--- src/dtim_pkg.sv ---
package dtim_pkg;

  // ##########################################################
  // sizes and address window
  // ##########################################################

  localparam int dtim_banks = 4;
  localparam int dtim_sets = 16;
  localparam int bank_bits = 2;
  localparam int set_bits = 4;
  localparam int tag_bits = 32 - set_bits - bank_bits - 2; // above set, bank and byte offset.

  localparam logic [31:0] dtim_base_addr = 32'h0000_0000;
  localparam logic [31:0] dtim_top_addr = 32'h0000_1000; // first address past the window.

  // ##########################################################
  // types
  // ##########################################################

  typedef enum logic [1:0] {
    st_hit,
    st_miss,
    st_ldst,
    st_fence
  } ctrl_state_t;

  typedef struct packed {
    logic valid;
    logic fence;
    logic [31:0] addr;
    logic [31:0] wdata;
    logic [3:0] wstrb; // zero for a read.
  } dtim_req_t;

  typedef struct packed {
    logic ready;
    logic [31:0] rdata;
  } dtim_rsp_t;

  typedef struct packed {
    logic valid;
    logic [31:0] addr;
    logic [31:0] wdata;
    logic [3:0] wstrb;
  } mem_req_t;

  typedef struct packed {
    logic ready;
    logic [31:0] rdata;
  } mem_rsp_t;

  typedef struct packed {
    logic lock; // line valid.
    logic dirty;
    logic [tag_bits-1:0] tag;
    logic [31:0] data;
  } dtim_entry_t;

  typedef struct packed {
    logic wen;
    logic [set_bits-1:0] waddr;
    logic [set_bits-1:0] raddr;
    dtim_entry_t wdata;
  } ram_in_t;

  typedef struct packed {
    dtim_entry_t rdata;
  } ram_out_t;

  typedef struct packed {
    logic enable;
    logic fence;
    logic wren;
    logic [31:0] addr;
    logic [31:0] data;
    logic [3:0] strb;
    logic [tag_bits-1:0] tag;
    logic [set_bits-1:0] set;
    logic [bank_bits-1:0] bank;
  } front_t;

  // takes a byte from new_word wherever its strobe bit is set.
  function automatic logic [31:0] merge_bytes(
    input logic [31:0] old_word,
    input logic [31:0] new_word,
    input logic [3:0] strb
  );
    logic [31:0] result;
    result = old_word;
    for (int i = 0; i < 4; i++) begin
      if (strb[i]) begin
        result[i*8 +: 8] = new_word[i*8 +: 8];
      end
    end
    return result;
  endfunction

endpackage

--- src/dtim.sv ---
`timescale 1ns/10ps

module dtim import dtim_pkg::*; (
  input  logic      clock,
  input  logic      reset,
  input  dtim_req_t req,
  output dtim_rsp_t rsp,
  output mem_req_t  mem_req,
  input  mem_rsp_t  mem_rsp
);

  front_t front_next;
  front_t front_cur;
  ram_in_t ram_in [dtim_banks];
  ram_out_t ram_out [dtim_banks];

  for (genvar i = 0; i < dtim_banks; i++) begin : g_bank
    dtim_ram i_ram (
      .clock   (clock),
      .ram_in  (ram_in[i]),
      .ram_out (ram_out[i])
    );
  end

  dtim_front i_front (
    .clock      (clock),
    .reset      (reset),
    .req        (req),
    .front_next (front_next),
    .front_cur  (front_cur)
  );

  dtim_ctrl i_ctrl (
    .clock      (clock),
    .reset      (reset),
    .front_next (front_next),
    .front_cur  (front_cur),
    .ram_in     (ram_in),
    .ram_out    (ram_out),
    .rsp        (rsp),
    .mem_req    (mem_req),
    .mem_rsp    (mem_rsp)
  );

endmodule

--- src/dtim_ctrl.sv ---
`timescale 1ns/10ps

module dtim_ctrl import dtim_pkg::*; (
  input  logic      clock,
  input  logic      reset,
  input  front_t    front_next,
  input  front_t    front_cur,
  output ram_in_t   ram_in [dtim_banks],
  input  ram_out_t  ram_out [dtim_banks],
  output dtim_rsp_t rsp,
  output mem_req_t  mem_req,
  input  mem_rsp_t  mem_rsp
);

  ctrl_state_t state_q;
  ctrl_state_t state_d;
  front_t cur_q; // request parked across a memory access.
  logic pending_q;
  logic pending_d;
  logic [set_bits+bank_bits-1:0] walk_q;
  logic [set_bits+bank_bits-1:0] walk_d;

  logic [set_bits-1:0] walk_set;
  logic [bank_bits-1:0] walk_bank;
  dtim_entry_t entry;
  dtim_entry_t walk_entry;

  logic in_window;
  logic is_fence;
  logic is_pass;
  logic is_miss;
  logic is_hit;

  logic wen;
  logic [bank_bits-1:0] wbank;
  logic [set_bits-1:0] wset;
  dtim_entry_t wentry;

  assign walk_set = walk_q[bank_bits +: set_bits];
  assign walk_bank = walk_q[bank_bits-1:0];
  assign entry = ram_out[front_cur.bank].rdata; // bank read started a cycle earlier.
  assign walk_entry = ram_out[walk_bank].rdata;

  assign in_window = (front_cur.addr >= dtim_base_addr) && (front_cur.addr < dtim_top_addr);

  // ##########################################################
  // request classification
  // ##########################################################

  always_comb begin
    is_fence = 1'b0;
    is_pass = 1'b0;
    is_miss = 1'b0;
    is_hit = 1'b0;
    if (state_q == st_hit && front_cur.enable) begin
      if (front_cur.fence) begin
        is_fence = 1'b1;
      end else if (!in_window || (entry.lock && entry.tag != front_cur.tag)) begin
        is_pass = 1'b1; // line owned by another tag.
      end else if (!entry.lock) begin
        is_miss = 1'b1;
      end else begin
        is_hit = 1'b1;
      end
    end
  end

  // ##########################################################
  // state machine
  // ##########################################################

  always_comb begin
    state_d = state_q;
    pending_d = pending_q;
    walk_d = walk_q;
    rsp = '0;
    mem_req = '0;
    wen = 1'b0;
    wbank = '0;
    wset = '0;
    wentry = '0;

    case (state_q)
      st_hit: begin
        if (is_fence) begin
          walk_d = '0;
          pending_d = 1'b0;
          state_d = st_fence;
        end else if (is_pass) begin
          mem_req.valid = 1'b1;
          mem_req.addr = front_cur.addr;
          mem_req.wdata = front_cur.data;
          mem_req.wstrb = front_cur.strb;
          state_d = st_ldst;
        end else if (is_miss) begin
          mem_req.valid = 1'b1; // word fetch, store bytes merged on return.
          mem_req.addr = front_cur.addr;
          state_d = st_miss;
        end else if (is_hit) begin
          rsp.ready = 1'b1;
          rsp.rdata = front_cur.wren ? '0 : entry.data;
          wen = front_cur.wren;
          wbank = front_cur.bank;
          wset = front_cur.set;
          wentry.lock = 1'b1;
          wentry.dirty = 1'b1;
          wentry.tag = front_cur.tag;
          wentry.data = merge_bytes(entry.data, front_cur.data, front_cur.strb);
        end
      end

      st_miss: begin
        if (mem_rsp.ready) begin
          rsp.ready = 1'b1;
          rsp.rdata = mem_rsp.rdata;
          wen = 1'b1; // allocate the line.
          wbank = cur_q.bank;
          wset = cur_q.set;
          wentry.lock = 1'b1;
          wentry.dirty = cur_q.wren;
          wentry.tag = cur_q.tag;
          wentry.data = merge_bytes(mem_rsp.rdata, cur_q.data, cur_q.strb);
          state_d = st_hit;
        end
      end

      st_ldst: begin
        if (mem_rsp.ready) begin
          rsp.ready = 1'b1;
          rsp.rdata = mem_rsp.rdata;
          state_d = st_hit;
        end
      end

      st_fence: begin
        if (!pending_q && walk_entry.lock && walk_entry.dirty) begin
          mem_req.valid = 1'b1; // write back the whole word.
          mem_req.addr = {walk_entry.tag, walk_set, walk_bank, 2'b00};
          mem_req.wdata = walk_entry.data;
          mem_req.wstrb = 4'hf;
          pending_d = 1'b1;
        end else if (!pending_q || mem_rsp.ready) begin
          pending_d = 1'b0;
          wen = 1'b1; // clear the line.
          wbank = walk_bank;
          wset = walk_set;
          if (&walk_q) begin
            rsp.ready = 1'b1;
            state_d = st_hit;
          end else begin
            walk_d = walk_q + 1'b1;
          end
        end
      end

      default: begin
        state_d = st_hit;
      end
    endcase
  end

  // ##########################################################
  // bank port steering
  // ##########################################################

  always_comb begin
    for (int b = 0; b < dtim_banks; b++) begin
      ram_in[b] = '0;
    end
    if (front_next.enable) begin
      ram_in[front_next.bank].raddr = front_next.set; // lookup starts with the request.
    end
    if (state_d == st_fence) begin
      ram_in[walk_d[bank_bits-1:0]].raddr = walk_d[bank_bits +: set_bits];
    end
    if (wen) begin
      ram_in[wbank].wen = 1'b1;
      ram_in[wbank].waddr = wset;
      ram_in[wbank].wdata = wentry;
    end
  end

  always_ff @(posedge clock) begin
    if (!reset) begin
      state_q <= st_hit;
      pending_q <= 1'b0;
      walk_q <= '0;
    end else begin
      state_q <= state_d;
      pending_q <= pending_d;
      walk_q <= walk_d;
    end
  end

  always_ff @(posedge clock) begin
    if (is_pass || is_miss) begin
      cur_q <= front_cur;
    end
  end

endmodule

--- src/dtim_front.sv ---
`timescale 1ns/10ps

module dtim_front import dtim_pkg::*; (
  input  logic      clock,
  input  logic      reset,
  input  dtim_req_t req,
  output front_t    front_next,
  output front_t    front_cur
);

  // ##########################################################
  // request decode
  // ##########################################################

  always_comb begin
    front_next.enable = req.valid;
    front_next.fence = req.valid & req.fence;
    front_next.wren = req.valid & (|req.wstrb); // any strobe makes a store.
    front_next.addr = {req.addr[31:2], 2'b00};
    front_next.data = req.wdata;
    front_next.strb = req.wstrb;
    front_next.tag = req.addr[31 -: tag_bits];
    front_next.set = req.addr[2+bank_bits +: set_bits];
    front_next.bank = req.addr[2 +: bank_bits]; // word interleave across banks.
  end

  // ##########################################################
  // request register
  // ##########################################################

  always_ff @(posedge clock) begin
    if (!reset) begin
      front_cur <= '0;
    end else begin
      front_cur <= front_next;
    end
  end

endmodule

--- src/dtim_ram.sv ---
`timescale 1ns/10ps

module dtim_ram import dtim_pkg::*; (
  input  logic     clock,
  input  ram_in_t  ram_in,
  output ram_out_t ram_out
);

  dtim_entry_t lines [dtim_sets] = '{default: '0}; // all lines start unlocked.

  logic [set_bits-1:0] raddr_q = '0;

  always_ff @(posedge clock) begin
    raddr_q <= ram_in.raddr;
    if (ram_in.wen) begin
      lines[ram_in.waddr] <= ram_in.wdata;
    end
  end

  // a write at the same edge as the address shows up here next cycle.
  assign ram_out.rdata = lines[raddr_q];

endmodule

--- config.mk ---
export PLATFORM = sky130hd
export DESIGN_NAME = dtim
export DESIGN_NICKNAME = d
export VERILOG_FILES = /design/src/dtim_pkg.sv /design/src/dtim.sv /design/src/dtim_ctrl.sv /design/src/dtim_front.sv /design/src/dtim_ram.sv
export SDC_FILE = /design/constraint.sdc
export NUM_CORES = 2
export LEC_CHECK = 0
export ABC_AREA = 0
export BUFFER_PORTS_ARGS = -buffer_cell sky130_fd_sc_hd__buf_2
export CAP_MARGIN = 10
export CORE_ASPECT_RATIO = 0.9
export CORE_UTILIZATION = 36
export CTS_BUF_LIST = sky130_fd_sc_hd__clkbuf_8 sky130_fd_sc_hd__clkbuf_16
export DETAILED_ROUTE_END_ITERATION = 8
export SLEW_MARGIN = 20
export SYNTH_ARGS = -nofsm -noshare
export SYNTH_HDL_FRONTEND = slang
export SYNTH_HIERARCHICAL = 1
export SYNTH_SLANG_ARGS = --single-unit
--- constraint.sdc ---
create_clock -name clock -period 14.8 [get_ports clock]
set_input_delay 2.96 -clock clock [delete_from_list [all_inputs] [get_ports clock]]
set_output_delay 2.96 -clock clock [all_outputs]
set_load 0.01 [all_outputs]
==> flow_summary_export.csv <==
group,metric,value,unit
status,outcome,"finished, final reports clean",
timing,skew,0.0709,ns
finish,fin_util,41.3,%
timing,tightest_slew,1.31,ns
pwr,swShare,20.5,%
placed_design,io_buffers,202,
placed_design,dpl.hpwl,238000,um
worst_setup_path,crit_fanout,81,
finish,drive_gt1_share,31.3,%
timing,slew_headroom,12.6,%
worst_setup_path,cp_slowest_stage_delay,0.89,ns
finish,area.growth.synth_to_final,13.9,%
grt,antenna_found_initial,25,
timing,hold_viol,0,
worst_setup_path,crit_path_cell_trace,"buf_4 > buf_4 > mux4_2 > a22oi_1 > nand2_1 > mux4_2 > xor2_1 > nor4_2 > nand4_2 > nor3_2 > buf_12 > nand3b_1 > a21oi_1 > buf_2",
timing,fin_crit_sh,72.5,%
pwr,power.internal,17.4,mW
worst_setup_path,cpLargestDelayFamily,"buffers and inverters",
clocking,clk_pin_slew,0.06,ns
logic_synthesis,syn_inst,7082,
pwr,seqPwrFrac,54.5,%
timing,drv_slew,0,
min_path,hp-start,"i_front/front_cur[45]",
placed_design,preCtsSetupSlack,4.93,ns
floorplan,die_x,687,um
drt,drt_pass1_iterations,5,
worst_setup_path,required,11.84,ns
floorplan,floorplan.initialDensity,36.3,%
clocking,cts_tree,"yes",
drt,antenna_left,0,
worst_setup_path,crit_type,"flop to output pin",
pwr,p_clk_share,42.8,%
logic_synthesis,syn_area_per_cell,21.5,sq um
pwr,power_frac_comb,2.6,%
drt,drc_errors,0,
pwr,power_leakage,42.1,nW
timing,setup_ws,4.07,ns
worst_setup_path,cp-end-kind,"output pin",
pwr,power_density,126,mW/mm^2
floorplan,rows,225,
grt,grt_start_max_net_pins,162,
drt,routedWlPerCell,31.1,um
clocking,ctsResizeCount,0,
timing,grt_setup_unrepaired,"no",
clocking,clkLatencyLatePin,0.93,ns
timing,setup_viol,0,
clocking,cts_max_level,5,
placed_design,place_congestion,0.882,
pwr,ir_drop,0.0941,mV
logic_synthesis,syn_area,0.152,sq mm
floorplan,die_area,0.425,sq mm
grt,grt_pass1_wl,582000,um
pwr,total_power,21.8,mW
min_path,hp-class,"flop to flop",
timing,period_minus_slack,10.73,ns
floorplan,ioPinCount,207,
worst_setup_path,critical-path-slowest-cell,"buf_4",
clocking,cts_made_buffers,381,
floorplan,die_y,618,um
clocking,cts_hold_buf,0,
clocking,cts.sinks,3873,
drt,via_per_inst,5.73,
worst_setup_path,cp_num_buf_inv,4,
pwr,p_sw,4.48,mW
grt,grt.total_usage,19.2,%
worst_setup_path,crit_arrival,7.77,ns
finish,fin_nets,7539,
clocking,postCtsSetupRepairBufs,0,
floorplan,core_area,0.419,sq mm
finish,n_fill_cell,36000,
drt,drt_wl_total,415000,um
run,maxCapViolations,0,
grt,grt_pass1_vias,76800,
drt,vias,76400,
logic_synthesis,synth-warning-count,6,
grt,grt_remaining_overflow,0,
clocking,root_buffer,"clkbuf_16",
drt,drtIter0Drc,9454,
clocking,cts_buffer_depth,4,
timing,fmax,93.2,MHz
worst_setup_path,crit_path_start_kind,"flop",
timing,setup_tns,0,ns
final timing paths:
path / slack [ns] / to / depth (start not counted)
min: 0.46 / i_ctrl/cur_q[45] / 0
min reg2reg: 0.46 / i_ctrl/cur_q[45] / 0
max reg2reg: 5.00 / g_bank[1].i_ram/lines[8][29] / 17
max: 4.07 / rsp[24] / 14
metal layers:
metal / vias to the layer above / global-route usage (%) / wire, um / share of wire, %
li1: 30700 / - / - / -
met1: 41800 / 25.7 / 163000 / 39
met2: 3377 / 31.3 / 200000 / 48
met3: 593 / 3.24 / 34500 / 8.3
met4: 2 / 7.64 / 17900 / 4.3
met5: - / 0 / 14 / 0.0034
state kept, by name (all words and copies together), names as in the netlist, named ones only:
name                flops
g_bank.i_ram/lines   3712
i_ctrl/cur_q           67
i_ctrl/walk_q           6
i_ctrl/pending_q        1
i_front/front_cur      69
i_ctrl/state_q          2
per-stage QoR:
stage	std cells	hold slack, ns	cell area, sq um
2_1_floorplan	7083	0.406	152000
3_3_place_gp	12600	0.435	160000
3_5_place_dp	12600	0.441	160000
4_1_cts	13300	0.455	172000
5_1_grt	13300	0.461	173000
6_report	13300	0.456	173000
layout by cell type, fill, tap and decap left out, types with 6 or more instances in the layout:
cell type / count
a21o_1: 6
a21oi_1: 42
a21oi_2: 32
a22o_1: 48
a22oi_1: 507
and2_1: 71
buf_12: 7
buf_2: 202
buf_4: 243
bufinv_16: 31
clkbuf_16: 386
clkinv_1: 73
clkinv_2: 83
clkinvlp_4: 11
dfxtp_1: 82
dfxtp_4: 12
diode_2: 40
edfxtp_1: 3779
inv_1: 87
inv_6: 10
mux2_2: 32
mux2i_1: 48
mux4_2: 1042
nand2_1: 282
nand2b_1: 13
nand3_1: 20
nand3b_1: 40
nand4_1: 11
nor2_1: 70
nor2_4: 53
nor2b_1: 6
nor2b_4: 8
nor3_1: 46
nor3_2: 213
nor3_4: 9
nor4_1: 6
o21ai_0: 12
xnor2_1: 8
xor2_1: 16
worst reg2reg max path: stages (launching register included):
cell      delay (ns)
dfxtp_4         0.76
buf_4           0.78
buf_4           0.94
mux4_2          0.65
a22oi_1         0.25
nand2_1         0.12
mux4_2          0.49
xor2_1          0.17
nor4_2          0.36
nand4_2         0.28
nor4_1          0.62
or3_4           0.43
buf_4           0.67
nor3_1          0.31
nand3b_1        0.43
nor3_2          0.93
buf_4           0.48
buf_4           0.65
power by group through the flow:
stage	Clock [mW]	Sequential, mW	Combinational (mW)
after floorplan	0	12.1	0.333
after CTS	9.49	11.9	0.559
after global placement	0	12.1	0.557
final	9.35	11.9	0.571
after detailed placement	0	12.1	0.558
after global routing	9.92	11.9	0.585
final cells by class:
cell class                      count  area, sq um  share of cell area (%)
Multi-Input combinational cell   2710        35600                    20.6
Antenna cell                       40          100                  0.0578
Clock inverter                    298         2240                    1.30
Clock buffer                      391         9730                    5.62
Timing Repair Buffer              455         3030                    1.75
Inverter                            8         30.0                  0.0173
Sequential cell                  3873       115000                    66.7
Tap cell                         5561         6960                    4.02
Note: power is estimated with default switching activity, not from simulation.
